**config.mk**
```make
export PLATFORM = sky130hd
export DESIGN_NAME = pkt2ddr_top
export DESIGN_NICKNAME = d
export VERILOG_FILES = /design/src/logic/pkt_pkg.sv /design/src/logic/axi_pkg.sv /design/src/logic/pkt_ifs.sv /design/src/logic/sync_fifo.sv /design/src/logic/src_buffer.sv /design/src/logic/wr_arbiter.sv /design/src/logic/axi_wr_master.sv /design/src/logic/resp_router.sv /design/src/logic/pkt2ddr_top.sv
export SDC_FILE = /design/constraint.sdc
export NUM_CORES = 2
export LEC_CHECK = 0
export ABC_CLOCK_PERIOD_IN_PS = 13000
export BUFFER_PORTS_ARGS = -buffer_cell sky130_fd_sc_hd__buf_4
export CORE_MARGIN = 8
export CORE_UTILIZATION = 40
export DETAILED_ROUTE_END_ITERATION = 10
export MAX_ROUTING_LAYER = met4
export PLACE_DENSITY_LB_ADDON = 0.2
export SETUP_SLACK_MARGIN = 0.1
export SLEW_MARGIN = 40
export SYNTH_ARGS = -nofsm -noshare
export SYNTH_HDL_FRONTEND = slang
export SYNTH_MEMORY_MAX_BITS = 65536
export SYNTH_SLANG_ARGS = --single-unit
```
**constraint.sdc**
```tcl
create_clock -name clk_sys -period 13 [get_ports clk_sys]
set_clock_uncertainty 0.05 [all_clocks]
set_input_delay 1.95 -clock clk_sys [delete_from_list [all_inputs] [get_ports clk_sys]]
set_output_delay 1.95 -clock clk_sys [all_outputs]
set_load 0.02 [all_outputs]
```
**src/logic/pkt_pkg.sv**
```systemverilog
// packet beat and command layouts shared by buffers, arbiter and master
// producers must keep a whole packet within MAX_BEATS beats
`default_nettype none

package pkt_pkg;

    // data beat: payload, residue, start flag, end flag
    localparam int DAT_W     = 36;
    localparam int PAYLOAD_W = 32;
    localparam int RES_LSB   = 32;
    localparam int RES_W     = 2;
    localparam int SOP_BIT   = 34;
    localparam int EOP_BIT   = 35;

    // command word, bits 55..51 reserved
    localparam int CMD_W        = 56;
    localparam int CMD_ADDR_LSB = 0;
    localparam int CMD_ADDR_W   = 36;
    localparam int CMD_ID_LSB   = 36;
    localparam int CMD_ID_W     = 4;
    localparam int CMD_SIZE_LSB = 40;
    localparam int CMD_SIZE_W   = 3;
    localparam int CMD_LEN_LSB  = 43;
    localparam int CMD_LEN_W    = 8;

    // buffer sizing
    localparam int FIFO_AW   = 4;
    localparam int AFULL_THD = 12;
    localparam int MAX_BEATS = 4;

endpackage

`default_nettype wire

```
**src/logic/axi_pkg.sv**
```systemverilog
// AXI4 write channel widths for the 32-bit DDR port
`default_nettype none

package axi_pkg;

    localparam int AXI_ADDR_W = 64;
    localparam int AXI_ID_W   = 4;
    localparam int AXI_LEN_W  = 8;
    localparam int AXI_SIZE_W = 3;
    localparam int AXI_DATA_W = 32;
    localparam int AXI_STRB_W = 4;
    localparam int AXI_RESP_W = 2;

endpackage

`default_nettype wire

```
**src/logic/pkt_ifs.sv**
```systemverilog
// show-ahead reads: data is valid while empty is low, a read pops that cycle
// merged writes have no acknowledge, the arbiter guarantees room
`default_nettype none

interface src_if;
    import pkt_pkg::*;

    logic             cmd_empty;
    logic [CMD_W-1:0] cmd_data;
    logic             cmd_rd;
    logic             dat_empty;
    logic [DAT_W-1:0] dat_data;
    logic             dat_rd;

    modport buffer (output cmd_empty, cmd_data, dat_empty, dat_data, input cmd_rd, dat_rd);
    modport arbiter (input cmd_empty, cmd_data, dat_empty, dat_data, output cmd_rd, dat_rd);
endinterface

interface merge_if;
    import pkt_pkg::*;

    logic             cmd_wr;
    logic [CMD_W-1:0] cmd_data;
    logic             dat_wr;
    logic [DAT_W-1:0] dat_data;
    logic             dat_afull;
    logic             cmd_empty;

    modport arbiter (output cmd_wr, cmd_data, dat_wr, dat_data, input dat_afull, cmd_empty);
    modport master (input cmd_wr, cmd_data, dat_wr, dat_data, output dat_afull, cmd_empty);
endinterface

`default_nettype wire

```
**src/logic/sync_fifo.sv**
```systemverilog
// show-ahead FIFO of 2**FIFO_AW entries, head always on rdata
// no overflow or underflow protection, callers keep to afull and empty
`default_nettype none

module sync_fifo #(
    parameter int WIDTH     = 8,
    parameter int AFULL_THD = pkt_pkg::AFULL_THD
) (
    input  logic             clk_sys,
    input  logic             rst,
    input  logic             wr,
    input  logic [WIDTH-1:0] wdata,
    input  logic             rd,
    output logic [WIDTH-1:0] rdata,
    output logic             empty,
    output logic             afull
);
    import pkt_pkg::*;

    logic [WIDTH-1:0]   mem [2**FIFO_AW];
    logic [FIFO_AW-1:0] wr_ptr;
    logic [FIFO_AW-1:0] rd_ptr;
    logic [FIFO_AW:0]   count;

    always_ff @(posedge clk_sys) begin
        if (wr) begin
            mem[wr_ptr] <= wdata;
        end
    end

    always_ff @(posedge clk_sys or posedge rst) begin
        if (rst) begin
            wr_ptr <= '0;
            rd_ptr <= '0;
            count  <= '0;
        end else begin
            if (wr) begin
                wr_ptr <= wr_ptr + 1'b1;
            end
            if (rd) begin
                rd_ptr <= rd_ptr + 1'b1;
            end
            case ({wr, rd})
                2'b10:   count <= count + 1'b1;
                2'b01:   count <= count - 1'b1;
                default: count <= count;
            endcase
        end
    end

    assign rdata = mem[rd_ptr];
    assign empty = (count == '0);
    assign afull = (count >= AFULL_THD);

endmodule

`default_nettype wire

```
**src/logic/src_buffer.sv**
```systemverilog
// the producer's start bit is ignored and rebuilt from the end flags
// writes must stop while the matching afull flag is high
`default_nettype none

module src_buffer (
    input  logic                      clk_sys,
    input  logic                      rst,
    input  logic                      cmd_wr,
    input  logic [pkt_pkg::CMD_W-1:0] cmd_data,
    input  logic                      dat_wr,
    input  logic [pkt_pkg::DAT_W-1:0] dat_data,
    output logic                      cmd_afull,
    output logic                      dat_afull,
    src_if.buffer                     src
);
    import pkt_pkg::*;

    logic             sop_lock;
    logic [DAT_W-1:0] dat_marked;

    // next beat starts a packet after reset or after an end beat
    always_ff @(posedge clk_sys or posedge rst) begin
        if (rst) begin
            sop_lock <= 1'b1;
        end else if (dat_wr) begin
            sop_lock <= dat_data[EOP_BIT];
        end
    end

    always_comb begin
        dat_marked          = dat_data;
        dat_marked[SOP_BIT] = sop_lock;
    end

    sync_fifo #(.WIDTH(CMD_W)) u_cmd_fifo (
        .clk_sys (clk_sys),
        .rst     (rst),
        .wr      (cmd_wr),
        .wdata   (cmd_data),
        .rd      (src.cmd_rd),
        .rdata   (src.cmd_data),
        .empty   (src.cmd_empty),
        .afull   (cmd_afull)
    );

    sync_fifo #(.WIDTH(DAT_W)) u_dat_fifo (
        .clk_sys (clk_sys),
        .rst     (rst),
        .wr      (dat_wr),
        .wdata   (dat_marked),
        .rd      (src.dat_rd),
        .rdata   (src.dat_data),
        .empty   (src.dat_empty),
        .afull   (dat_afull)
    );

endmodule

`default_nettype wire

```
**src/logic/wr_arbiter.sv**
```systemverilog
// moves one whole packet per grant, grants spaced by at least three cycles
// a granted source with no data yet simply waits for its beats
`default_nettype none

module wr_arbiter (
    input  logic     clk_sys,
    input  logic     rst,
    input  logic     sel_afull,
    output logic     sel_wr,
    output logic     sel_src,
    src_if.arbiter   tx,
    src_if.arbiter   kernel,
    merge_if.arbiter merge
);
    import pkt_pkg::*;

    logic grant;
    logic grant_d1;
    logic grant_d2;
    logic grant_sel;
    logic rr_ptr;
    logic tx_act;
    logic kernel_act;
    logic tx_req;
    logic kernel_req;
    logic grant_ok;

    // ************************************************************************
    // grant gating and round robin
    // ************************************************************************
    assign tx_req     = ~tx.cmd_empty;
    assign kernel_req = ~kernel.cmd_empty;
    assign grant_ok   = ~tx_act & ~kernel_act & (tx_req | kernel_req) &
                        ~grant_d1 & ~grant_d2 & ~merge.dat_afull & ~sel_afull;

    always_ff @(posedge clk_sys or posedge rst) begin
        if (rst) begin
            grant     <= 1'b0;
            grant_d1  <= 1'b0;
            grant_d2  <= 1'b0;
            grant_sel <= 1'b0;
            rr_ptr    <= 1'b0;
        end else begin
            grant    <= ~grant & grant_ok;
            grant_d1 <= grant;
            grant_d2 <= grant_d1;
            if (~grant & grant_ok) begin
                if (tx_req & kernel_req) begin
                    grant_sel <= rr_ptr;
                    rr_ptr    <= ~rr_ptr;
                end else begin
                    grant_sel <= kernel_req;
                end
            end
        end
    end

    // one record per packet, 1 means kernel
    assign sel_wr  = grant;
    assign sel_src = grant_sel;

    // ************************************************************************
    // packet reads, stopped by the end beat
    // ************************************************************************
    assign tx.dat_rd     = tx_act & ~tx.dat_empty;
    assign tx.cmd_rd     = tx.dat_rd & tx.dat_data[SOP_BIT];
    assign kernel.dat_rd = kernel_act & ~kernel.dat_empty;
    assign kernel.cmd_rd = kernel.dat_rd & kernel.dat_data[SOP_BIT];

    always_ff @(posedge clk_sys or posedge rst) begin
        if (rst) begin
            tx_act     <= 1'b0;
            kernel_act <= 1'b0;
        end else begin
            if (tx.dat_rd & tx.dat_data[EOP_BIT]) begin
                tx_act <= 1'b0;
            end else if (grant & ~grant_sel) begin
                tx_act <= 1'b1;
            end
            if (kernel.dat_rd & kernel.dat_data[EOP_BIT]) begin
                kernel_act <= 1'b0;
            end else if (grant & grant_sel) begin
                kernel_act <= 1'b1;
            end
        end
    end

    // merged stage, one cycle behind the pops
    always_ff @(posedge clk_sys or posedge rst) begin
        if (rst) begin
            merge.cmd_wr <= 1'b0;
            merge.dat_wr <= 1'b0;
        end else begin
            merge.cmd_wr <= tx.cmd_rd | kernel.cmd_rd;
            merge.dat_wr <= tx.dat_rd | kernel.dat_rd;
        end
    end

    always_ff @(posedge clk_sys) begin
        merge.cmd_data <= tx.cmd_rd ? tx.cmd_data : kernel.cmd_data;
        merge.dat_data <= tx.dat_rd ? tx.dat_data : kernel.dat_data;
    end

endmodule

`default_nettype wire

```
**src/logic/axi_wr_master.sv**
```systemverilog
// one AW per packet, then its W beats; AW and W never overlap
// a residue of 0 on the end beat means all four bytes are valid
`default_nettype none

module axi_wr_master (
    input  logic                             clk_sys,
    input  logic                             rst,
    input  logic                             awready,
    input  logic                             wready,
    output logic                             awvalid,
    output logic [axi_pkg::AXI_ID_W-1:0]     awid,
    output logic [axi_pkg::AXI_ADDR_W-1:0]   awaddr,
    output logic [axi_pkg::AXI_LEN_W-1:0]    awlen,
    output logic [axi_pkg::AXI_SIZE_W-1:0]   awsize,
    output logic                             wvalid,
    output logic [axi_pkg::AXI_DATA_W-1:0]   wdata,
    output logic [axi_pkg::AXI_STRB_W-1:0]   wstrb,
    output logic                             wlast,
    merge_if.master                          merge
);
    import pkt_pkg::*;
    import axi_pkg::*;

    logic [CMD_W-1:0] cmd_head;
    logic             cmd_rd;
    logic [DAT_W-1:0] dat_head;
    logic             dat_empty;
    logic             dat_rd;
    logic             data_phase;
    logic [RES_W-1:0] res;

    sync_fifo #(.WIDTH(CMD_W)) u_cmd_fifo (
        .clk_sys (clk_sys),
        .rst     (rst),
        .wr      (merge.cmd_wr),
        .wdata   (merge.cmd_data),
        .rd      (cmd_rd),
        .rdata   (cmd_head),
        .empty   (merge.cmd_empty),
        .afull   ()
    );

    sync_fifo #(.WIDTH(DAT_W)) u_dat_fifo (
        .clk_sys (clk_sys),
        .rst     (rst),
        .wr      (merge.dat_wr),
        .wdata   (merge.dat_data),
        .rd      (dat_rd),
        .rdata   (dat_head),
        .empty   (dat_empty),
        .afull   (merge.dat_afull)
    );

    // ************************************************************************
    // address phase
    // ************************************************************************
    assign awid   = cmd_head[CMD_ID_LSB +: CMD_ID_W];
    assign awaddr = {{(AXI_ADDR_W - CMD_ADDR_W){1'b0}}, cmd_head[CMD_ADDR_LSB +: CMD_ADDR_W]};
    assign awlen  = cmd_head[CMD_LEN_LSB +: CMD_LEN_W];
    assign awsize = cmd_head[CMD_SIZE_LSB +: CMD_SIZE_W];
    assign cmd_rd = awvalid & awready;

    always_ff @(posedge clk_sys or posedge rst) begin
        if (rst) begin
            awvalid    <= 1'b0;
            data_phase <= 1'b0;
        end else if (!data_phase) begin
            if (awvalid & awready) begin
                awvalid    <= 1'b0;
                data_phase <= 1'b1;
            end else if (~merge.cmd_empty & ~dat_empty & dat_head[SOP_BIT]) begin
                awvalid <= 1'b1;
            end
        end else if (dat_rd & wlast) begin
            data_phase <= 1'b0;
        end
    end

    // ************************************************************************
    // data phase
    // ************************************************************************
    assign wvalid = data_phase & ~dat_empty;
    assign wdata  = dat_head[PAYLOAD_W-1:0];
    assign wlast  = dat_head[EOP_BIT];
    assign dat_rd = wvalid & wready;
    assign res    = dat_head[RES_LSB +: RES_W];

    // low bytes only on a short end beat
    always_comb begin
        wstrb = '1;
        if (wlast) begin
            case (res)
                2'd1:    wstrb = 4'b0001;
                2'd2:    wstrb = 4'b0011;
                2'd3:    wstrb = 4'b0111;
                default: wstrb = 4'b1111;
            endcase
        end
    end

endmodule

`default_nettype wire

```
**src/logic/resp_router.sv**
```systemverilog
// responses return in grant order, bid is copied and not decoded
// bvalid pulses have no back-pressure
`default_nettype none

module resp_router (
    input  logic                             clk_sys,
    input  logic                             rst,
    input  logic                             sel_wr,
    input  logic                             sel_src,
    input  logic                             bvalid,
    input  logic [axi_pkg::AXI_ID_W-1:0]     bid,
    input  logic [axi_pkg::AXI_RESP_W-1:0]   bresp,
    output logic                             bready,
    output logic                             sel_afull,
    output logic                             tx_bvalid,
    output logic                             kernel_bvalid,
    output logic [axi_pkg::AXI_ID_W-1:0]     rsp_bid,
    output logic [axi_pkg::AXI_RESP_W-1:0]   rsp_bresp
);
    logic rec_src;
    logic rec_empty;
    logic b_hs;

    // source of each granted packet, 1 is kernel
    sync_fifo #(.WIDTH(1)) u_sel_fifo (
        .clk_sys (clk_sys),
        .rst     (rst),
        .wr      (sel_wr),
        .wdata   (sel_src),
        .rd      (b_hs),
        .rdata   (rec_src),
        .empty   (rec_empty),
        .afull   (sel_afull)
    );

    assign bready = ~rec_empty;
    assign b_hs   = bvalid & bready;

    always_ff @(posedge clk_sys or posedge rst) begin
        if (rst) begin
            tx_bvalid     <= 1'b0;
            kernel_bvalid <= 1'b0;
            rsp_bid       <= '0;
            rsp_bresp     <= '0;
        end else begin
            tx_bvalid     <= b_hs & ~rec_src;
            kernel_bvalid <= b_hs & rec_src;
            rsp_bid       <= bid;
            rsp_bresp     <= bresp;
        end
    end

endmodule

`default_nettype wire

```
**src/logic/pkt2ddr_top.sv**
```systemverilog
// two-source packet write merger onto one AXI4 write port
// producers write only while the matching afull flag is low
`default_nettype none

module pkt2ddr_top (
    input  logic                             clk_sys,
    input  logic                             rst,
    // tx producer
    input  logic                             tx_cmd_wr,
    input  logic [pkt_pkg::CMD_W-1:0]        tx_cmd_data,
    input  logic                             tx_dat_wr,
    input  logic [pkt_pkg::DAT_W-1:0]        tx_dat_data,
    output logic                             tx_cmd_afull,
    output logic                             tx_dat_afull,
    output logic                             tx_bvalid,
    output logic [axi_pkg::AXI_ID_W-1:0]     tx_bid,
    output logic [axi_pkg::AXI_RESP_W-1:0]   tx_bresp,
    // kernel producer
    input  logic                             kernel_cmd_wr,
    input  logic [pkt_pkg::CMD_W-1:0]        kernel_cmd_data,
    input  logic                             kernel_dat_wr,
    input  logic [pkt_pkg::DAT_W-1:0]        kernel_dat_data,
    output logic                             kernel_cmd_afull,
    output logic                             kernel_dat_afull,
    output logic                             kernel_bvalid,
    output logic [axi_pkg::AXI_ID_W-1:0]     kernel_bid,
    output logic [axi_pkg::AXI_RESP_W-1:0]   kernel_bresp,
    // AXI4 write
    output logic                             awvalid,
    input  logic                             awready,
    output logic [axi_pkg::AXI_ID_W-1:0]     awid,
    output logic [axi_pkg::AXI_ADDR_W-1:0]   awaddr,
    output logic [axi_pkg::AXI_LEN_W-1:0]    awlen,
    output logic [axi_pkg::AXI_SIZE_W-1:0]   awsize,
    output logic                             wvalid,
    input  logic                             wready,
    output logic [axi_pkg::AXI_DATA_W-1:0]   wdata,
    output logic [axi_pkg::AXI_STRB_W-1:0]   wstrb,
    output logic                             wlast,
    input  logic                             bvalid,
    output logic                             bready,
    input  logic [axi_pkg::AXI_ID_W-1:0]     bid,
    input  logic [axi_pkg::AXI_RESP_W-1:0]   bresp
);
    logic sel_wr;
    logic sel_src;
    logic sel_afull;

    src_if   tx_if ();
    src_if   kernel_if ();
    merge_if merge ();

    // ************************************************************************
    // source buffers
    // ************************************************************************
    src_buffer u_tx_buf (
        .clk_sys   (clk_sys),
        .rst       (rst),
        .cmd_wr    (tx_cmd_wr),
        .cmd_data  (tx_cmd_data),
        .dat_wr    (tx_dat_wr),
        .dat_data  (tx_dat_data),
        .cmd_afull (tx_cmd_afull),
        .dat_afull (tx_dat_afull),
        .src       (tx_if.buffer)
    );

    src_buffer u_kernel_buf (
        .clk_sys   (clk_sys),
        .rst       (rst),
        .cmd_wr    (kernel_cmd_wr),
        .cmd_data  (kernel_cmd_data),
        .dat_wr    (kernel_dat_wr),
        .dat_data  (kernel_dat_data),
        .cmd_afull (kernel_cmd_afull),
        .dat_afull (kernel_dat_afull),
        .src       (kernel_if.buffer)
    );

    // ************************************************************************
    // merge, AXI master and response steering
    // ************************************************************************
    wr_arbiter u_arbiter (
        .clk_sys   (clk_sys),
        .rst       (rst),
        .sel_afull (sel_afull),
        .sel_wr    (sel_wr),
        .sel_src   (sel_src),
        .tx        (tx_if.arbiter),
        .kernel    (kernel_if.arbiter),
        .merge     (merge.arbiter)
    );

    axi_wr_master u_master (
        .clk_sys (clk_sys),
        .rst     (rst),
        .awready (awready),
        .wready  (wready),
        .awvalid (awvalid),
        .awid    (awid),
        .awaddr  (awaddr),
        .awlen   (awlen),
        .awsize  (awsize),
        .wvalid  (wvalid),
        .wdata   (wdata),
        .wstrb   (wstrb),
        .wlast   (wlast),
        .merge   (merge.master)
    );

    resp_router u_router (
        .clk_sys       (clk_sys),
        .rst           (rst),
        .sel_wr        (sel_wr),
        .sel_src       (sel_src),
        .bvalid        (bvalid),
        .bid           (bid),
        .bresp         (bresp),
        .bready        (bready),
        .sel_afull     (sel_afull),
        .tx_bvalid     (tx_bvalid),
        .kernel_bvalid (kernel_bvalid),
        .rsp_bid       (tx_bid),
        .rsp_bresp     (tx_bresp)
    );

    // both sources see the same registered id and status
    assign kernel_bid   = tx_bid;
    assign kernel_bresp = tx_bresp;

endmodule

`default_nettype wire

```
* Yosys cells after proc, flatten, opt, wreduce, memory -nomap -nowiden
Memory sizes are Yosys's and may differ from the RTL's.
Index checks and enable logic that the tools add are counted.
** Word-level totals
- Bits in read-only memories :: 0
- Memory bits (writable) :: 4432
- Logic and storage cells :: 198
- Input port bits :: 199
- Latch bits :: 0
- Register bits :: 204
- Output and inout bits :: 137
- Memories kept :: 7
** Operators by class
- $mul :: 0
- Bitwise operators :: 46
- Shift operators :: 0
- Divide/modulo/power cells :: 0
- $add $sub $neg :: 28
- Multiplexer cells :: 35
- Magnitude comparators :: 6
- Eq/ne operators :: 17
- Reductions and logical operators :: 19
** Memory list
- u_kernel_buf.u_cmd_fifo.mem :: words 16, width 56, read ports 1, clocked after Yosys merged registers in 0, wr ports 1, line sync_fifo.sv:20 : logic [WIDTH-1:0] mem [2**FIFO_AW];
- u_master.u_cmd_fifo.mem :: words 16, width 56, read ports 1, clocked after Yosys merged registers in 0, wr ports 1, line sync_fifo.sv:20
- u_tx_buf.u_cmd_fifo.mem :: words 16, width 56, read ports 1, clocked after Yosys merged registers in 0, wr ports 1, line sync_fifo.sv:20
- u_kernel_buf.u_dat_fifo.mem :: words 16, width 36, read ports 1, clocked after Yosys merged registers in 0, wr ports 1, line sync_fifo.sv:20
- u_master.u_dat_fifo.mem :: words 16, width 36, read ports 1, clocked after Yosys merged registers in 0, wr ports 1, line sync_fifo.sv:20
- u_tx_buf.u_dat_fifo.mem :: words 16, width 36, read ports 1, clocked after Yosys merged registers in 0, wr ports 1, line sync_fifo.sv:20
- +1 memories
** Operator list (count)
- $pmux 5 s2 :: 7
- $add 4x1->4 const B :: 14
- $mux 56 :: 1
- $mux 36 :: 1
- $add 5x1->5 const B :: 7
- $logic_not 5->1 :: 7
- $sub 5x1->5 const B :: 7
- $ge 5x4->1 const B :: 6
- $and 1x1->1 :: 25
- $mux 1 :: 24
- $reduce_bool 2->1 :: 10
- $eq 2x2->1 const B :: 9
- $not 1->1 :: 18
- $eq 2x1->1 const B :: 8
- $pmux 4 s3 :: 1
- $mux 4 :: 1
- $reduce_and 2->1 :: 2
- $or 1x1->1 :: 3

* Depth between registers and ports, before layout
- Depth in word-level cells :: 10
- Gate-level depth with buffers :: 17
- Depth with buffers taken out :: 13

* By module
From an unflattened synthesis, not the netlist that was laid out.
** Second synthesis, totals
- Cells, all modules :: 7682
- Area, all modules :: 175291.9 µm²
** By module, submodules not included
- sync_fifo (u_master.u_cmd_fifo ...) :: sequential area each 27231.1 µm², area an instance 34261.6 µm², times used 2, cells each 1455
- sync_fifo (u_kernel_buf.u_dat_fifo ...) :: sequential area each 17621.9 µm², area an instance 22312.6 µm², times used 2, cells each 968
- sync_fifo (u_kernel_buf.u_cmd_fifo) :: sequential area each 27231.1 µm², area an instance 34260.4 µm², times used 1, cells each 1455
- sync_fifo (u_tx_buf.u_dat_fifo) :: sequential area each 17621.9 µm², area an instance 22332.7 µm², times used 1, cells each 970
- wr_arbiter :: sequential area each 2067.0 µm², area an instance 3318.2 µm², times used 1, cells each 227
- sync_fifo (u_router.u_sel_fifo) :: sequential area each 805.8 µm², area an instance 1470.2 µm², times used 1, cells each 110
- axi_wr_master :: sequential area each 50.0 µm², area an instance 396.6 µm², times used 1, cells each 49
- resp_router :: sequential area each 200.2 µm², area an instance 230.2 µm², times used 1, cells each 13
- src_buffer :: sequential area each 26.3 µm², area an instance 45.0 µm², times used 2, cells each 3
- pkt2ddr_top :: sequential area each 0.0 µm², area an instance 45.0 µm², times used 1, cells each 6

* Least setup slack after synthesis
No wires, ideal clock.
- Path kind :: flip-flop to flip-flop
- From :: register u_arbiter.merge.cmd_wr
- To :: memory u_master.u_cmd_fifo.mem[11][0] (netlist name) (enable)
- Slack :: 7.921 ns
- Data arrival time :: 4.496 ns
- Buffers on the path :: 1
- Library setup time :: 0.533 ns
- Clock period less this slack :: 5.079 ns
- Cell stages (with the launch flop) :: 4
- Required time :: 12.417 ns
- Path through :: dfrtp_1 > clkbuf_1 > nand2_1 > nor3b_1
** Between the ends
- Cells in the longest elaborated chain, start to end :: 2
** RTL lines
- from (decl) :: line pkt_ifs.sv:29 : modport arbiter (output cmd_wr, cmd_data, dat_wr, dat_data, input dat_afull, cmd_empty);
- from (signal assigned) :: line wr_arbiter.sv:94 : merge.cmd_wr <= tx.cmd_rd | kernel.cmd_rd;
- $mux 1 :: line sync_fifo.sv:26 : if (wr) begin
- $mux 1 (implied by the code) :: line sync_fifo.sv:27 : mem[wr_ptr] <= wdata;
- to (decl) :: line sync_fifo.sv:20
Every way passes these cells.

* Worst setup path in the final report
- From :: register u_master.u_dat_fifo.rd_ptr[1]
- To :: output port wstrb[2] (netlist name)
** Between the ends
- Cells in the longest elaborated chain, start to end :: 4
- Elaborated cells on any way between the ends :: 6
- Classes of those cells :: 3 x eq/ne; 2 x mux; 1 x memory
** RTL lines
- from (decl) :: line sync_fifo.sv:22 : logic [FIFO_AW-1:0] rd_ptr;
- from (signal assigned) :: line sync_fifo.sv:41 : rd_ptr <= rd_ptr + 1'b1;
- $mem_v2 16x36 (*)
- $eq 2x2->1 or $eq 2x1->1 (tied branches) :: line axi_wr_master.sv:92 : case (res)
- $pmux 4 s3 :: line axi_wr_master.sv:92
- $mux 4 (*) :: line axi_wr_master.sv:91 : if (wlast) begin
- to (decl) :: line pkt2ddr_top.sv:38 : output logic [axi_pkg::AXI_STRB_W-1:0] wstrb,
Mark *: on every way between the ends. The rest lies on a longest branch, timed or not.

==> flow_summary.json <==
{
  "outcome": "completed",
  "cts_hold_buf": 0,
  "syn2layout_area_growth_pct": 14.10,
  "max_cap_viol_count": 0,
  "grt_setup_unrepaired": "no",
  "start_kind": "register",
  "ir_drop_mv": 0.1951,
  "cts_tree": "built",
  "grt_max_degree": 134,
  "grt_usage": 0.1875,
  "synth_edf_count": 4192,
  "yosysSeqAreaShare": 0.7816,
  "cts_resized": 0,
  "vias": 73188,
  "drcViolationCount": 0,
  "required_ps": 11000,
  "max_freq_mhz": 152.1,
  "avgRoutedWirePerCell_microns": 30.32,
  "synth_ff_type": "edfxtp_1",
  "synthArstFlopShare": 0.02551,
  "hold_viol": 0,
  "die_area_sq_um": 438100,
  "reg2reg_depth": 14,
  "synth_cells": 6953,
  "layout_min_cycle_time_ps": 6574,
  "leakagePower_nw": 60.05,
  "cts-root-buf": "clkbuf_16",
  "worst_pin_slew_ps": 875.7,
  "synth_cell_types": 54,
  "synthesis.area_sq_um": 166900,
  "drtPass1Iterations": 5,
  "relSlewSlack": 0.4162,
  "drive_gt1_frac": 0.3184,
  "overflow": 0,
  "clkSinkCount": 4391,
  "end_kind": "output pin",
  "ff2ff_setup_slack_ps": 7890,
  "worst-endpoint-arrival_ps": 4570,
  "dpl.hpwl_microns": 215500,
  "insertion_delay_ps": 980,
  "gp_congestion": 0.7168,
  "tns_ps": 0,
  "fill_cells": 34134,
  "routed_via_density": 5.467,
  "avgSynthCellArea_sq_um": 24.00,
  "die_h_microns": 661.9,
  "criticalPathCategory": "reg2out",
  "yosys_warnings": 0,
  "setup_viol": 0,
  "drt_iter0_markers": 6591,
  "io_buffers": 294,
  "numCtsBuffers": 443,
  "grt_antenna_before_repair": 125,
  "ys_seq_elements": 4391,
  "core_area_sq_um": 416000,
  "hold_slack_ps": 338.9,
  "clk_pin_slew_ps": 60,
  "fp.dieW_microns": 661.9,
  "synth_top_area_frac": 0.7543,
  "grt_pass1_wl_microns": 572900,
  "yosysTopAreaCell": "edfxtp_1",
  "drv_slew": 0,
  "fp-row-count": 237,
  "drtAntennaViolNets": 0,
  "cp_max_fo": 50,
  "synth_common_cells": "edfxtp_1 (4192), mux4_2 (1253), clkbuf_1 (176)",
  "post-cts-setup-buffers": 0,
  "netlist_top_cells_area": "edfxtp_1 (75%), mux4_2 (17%), dfrtp_1 (1.6%)",
  "initial_core_util": 0.4011,
  "clk_path_buf_depth": 4,
  "synth.most_common_cell": "edfxtp_1",
  "power_density_nw_per_um2": 230.8,
  "utilization": 0.4577,
  "fin_crit_sh": 0.5057,
  "htree_num_levels": 5,
  "routed_wl_microns": 405900,
  "grt_pass1_vias": 77025,
  "nets": 7720,
  "hold_class": "reg2reg",
  "whs_path_depth": 0,
  "ios": 336
}
-- power by group --
part	switching, W	internal [W]
combinational	0.00683	0.00555
sequential	0.00144	0.0178
clock	0.00535	0.00699
total	0.0136	0.0303
-- cell type report --
type | count | area [sq um] | share of cell area
diodes | 49 | 122.6 | 0.0006440
clock buffers | 566 | 11810 | 0.06203
clock inverters | 267 | 2305 | 0.01210
inverters | 39 | 156.4 | 0.0008214
multi-input cells | 2165 | 34890 | 0.1833
flip-flops and latches | 4391 | 130500 | 0.6854
well taps | 5497 | 6878 | 0.03612
repair buffers | 414 | 3727 | 0.01958
-- through the flow --
step	instances	setup slack (ps)	power (W)	instance area (sq um)
6_report	13388	6426	0.04394	190400
3_5_place_dp	12497	6861	0.03225	176000
3_3_place_gp	12480	6851	0.03187	175400
4_1_cts	13330	5857	0.04460	190100
5_1_grt	13374	6215	0.04573	190400
2_1_floorplan	6980	7921	0.02704	167000
-- sequential cells by signal (all words and copies together) (netlist names), 16 cells and up --
register	cells
u_tx_buf.u_cmd_fifo.mem	816
u_router.u_sel_fifo.mem	16
u_master.u_cmd_fifo.mem	816
u_tx_buf.u_dat_fifo.mem	576
u_kernel_buf.u_cmd_fifo.mem	816
u_arbiter.merge.cmd_data	51
u_kernel_buf.u_dat_fifo.mem	576
u_arbiter.merge.dat_data	36
u_master.u_dat_fifo.mem	576
-- placed cells by master, fill, tap and decap left out, types with 24 or more instances in the layout --
cell type and count:
edfxtp_1 4192, mux4_2 1253, clkbuf_16 446, buf_4 342, nand2_1 160, clkinv_1 108
clkbuf_1 100, and2_4 92, clkinv_2 92, dfrtp_1 87, dfxtp_1 87, ha_1 63
mux2_2 60, nor2b_1 60, mux2i_1 60, a21oi_1 58, a211oi_1 53, diode_2 49
xnor2_1 41, buf_6 40, xor2_1 38, inv_1 36, conb_1 29, bufinv_16 28
nor2_1 27, o21ai_0 24
-- critical path, stage by stage (launching register included) --
cell	delay [ps]
dfrtp_4	620
buf_4	700
buf_4	760
mux4_2	420
mux4_2	590
inv_1	120
ha_1	230
nand2_1	60
buf_4	140
-- routing by layer --
metal / vias up / wire length, microns / GRT usage / part of all wire
met5: - / 0 / - / 0
met4: 0 / 9829 / 0.04038 / 0.024
met3: 571 / 23010 / 0.03031 / 0.057
met2: 2030 / 208200 / 0.3183 / 0.51
met1: 40020 / 164800 / 0.2399 / 0.41
li1: 30567 / - / - / -
-- cells by family (layout without fill, tap and decap cells) --
logic type	after synthesis	count (layout)	synth area share
AOI/OAI and AO/OA	187	187	0.006965
xor gates and xnor gates	79	79	0.004146
adders and majority gates	67	67	0.005203
buffers and inverters	424	1286	0.01199
DFF	4391	4391	0.7816
muxes	1375	1375	0.1769
other	2	78	0.00004500
and+or+nand+nor	428	428	0.01320
-- worst paths after layout --
check,startpoint,to
hold / removal,u_arbiter.grant_d1$_DFF_PP0_,u_arbiter.grant_d2$_DFF_PP0_
max in group asynchronous,rst,u_master.u_dat_fifo.rd_ptr[1]$_DFFE_PP0N_
min in group asynchronous,rst,u_kernel_buf.u_dat_fifo.rd_ptr[3]$_DFFE_PP0P_
setup reg to reg,u_tx_buf.u_dat_fifo.count[2]$_DFFE_PP0P_,u_tx_buf.u_cmd_fifo.count[4]$_DFFE_PP0P_
setup / recovery,u_master.u_dat_fifo.rd_ptr[1]$_DFFE_PP0N_,wstrb[2]
hold reg to reg,u_arbiter.grant_d1$_DFF_PP0_,u_arbiter.grant_d2$_DFF_PP0_
No activity file was read; power rests on OpenSTA's default activity.
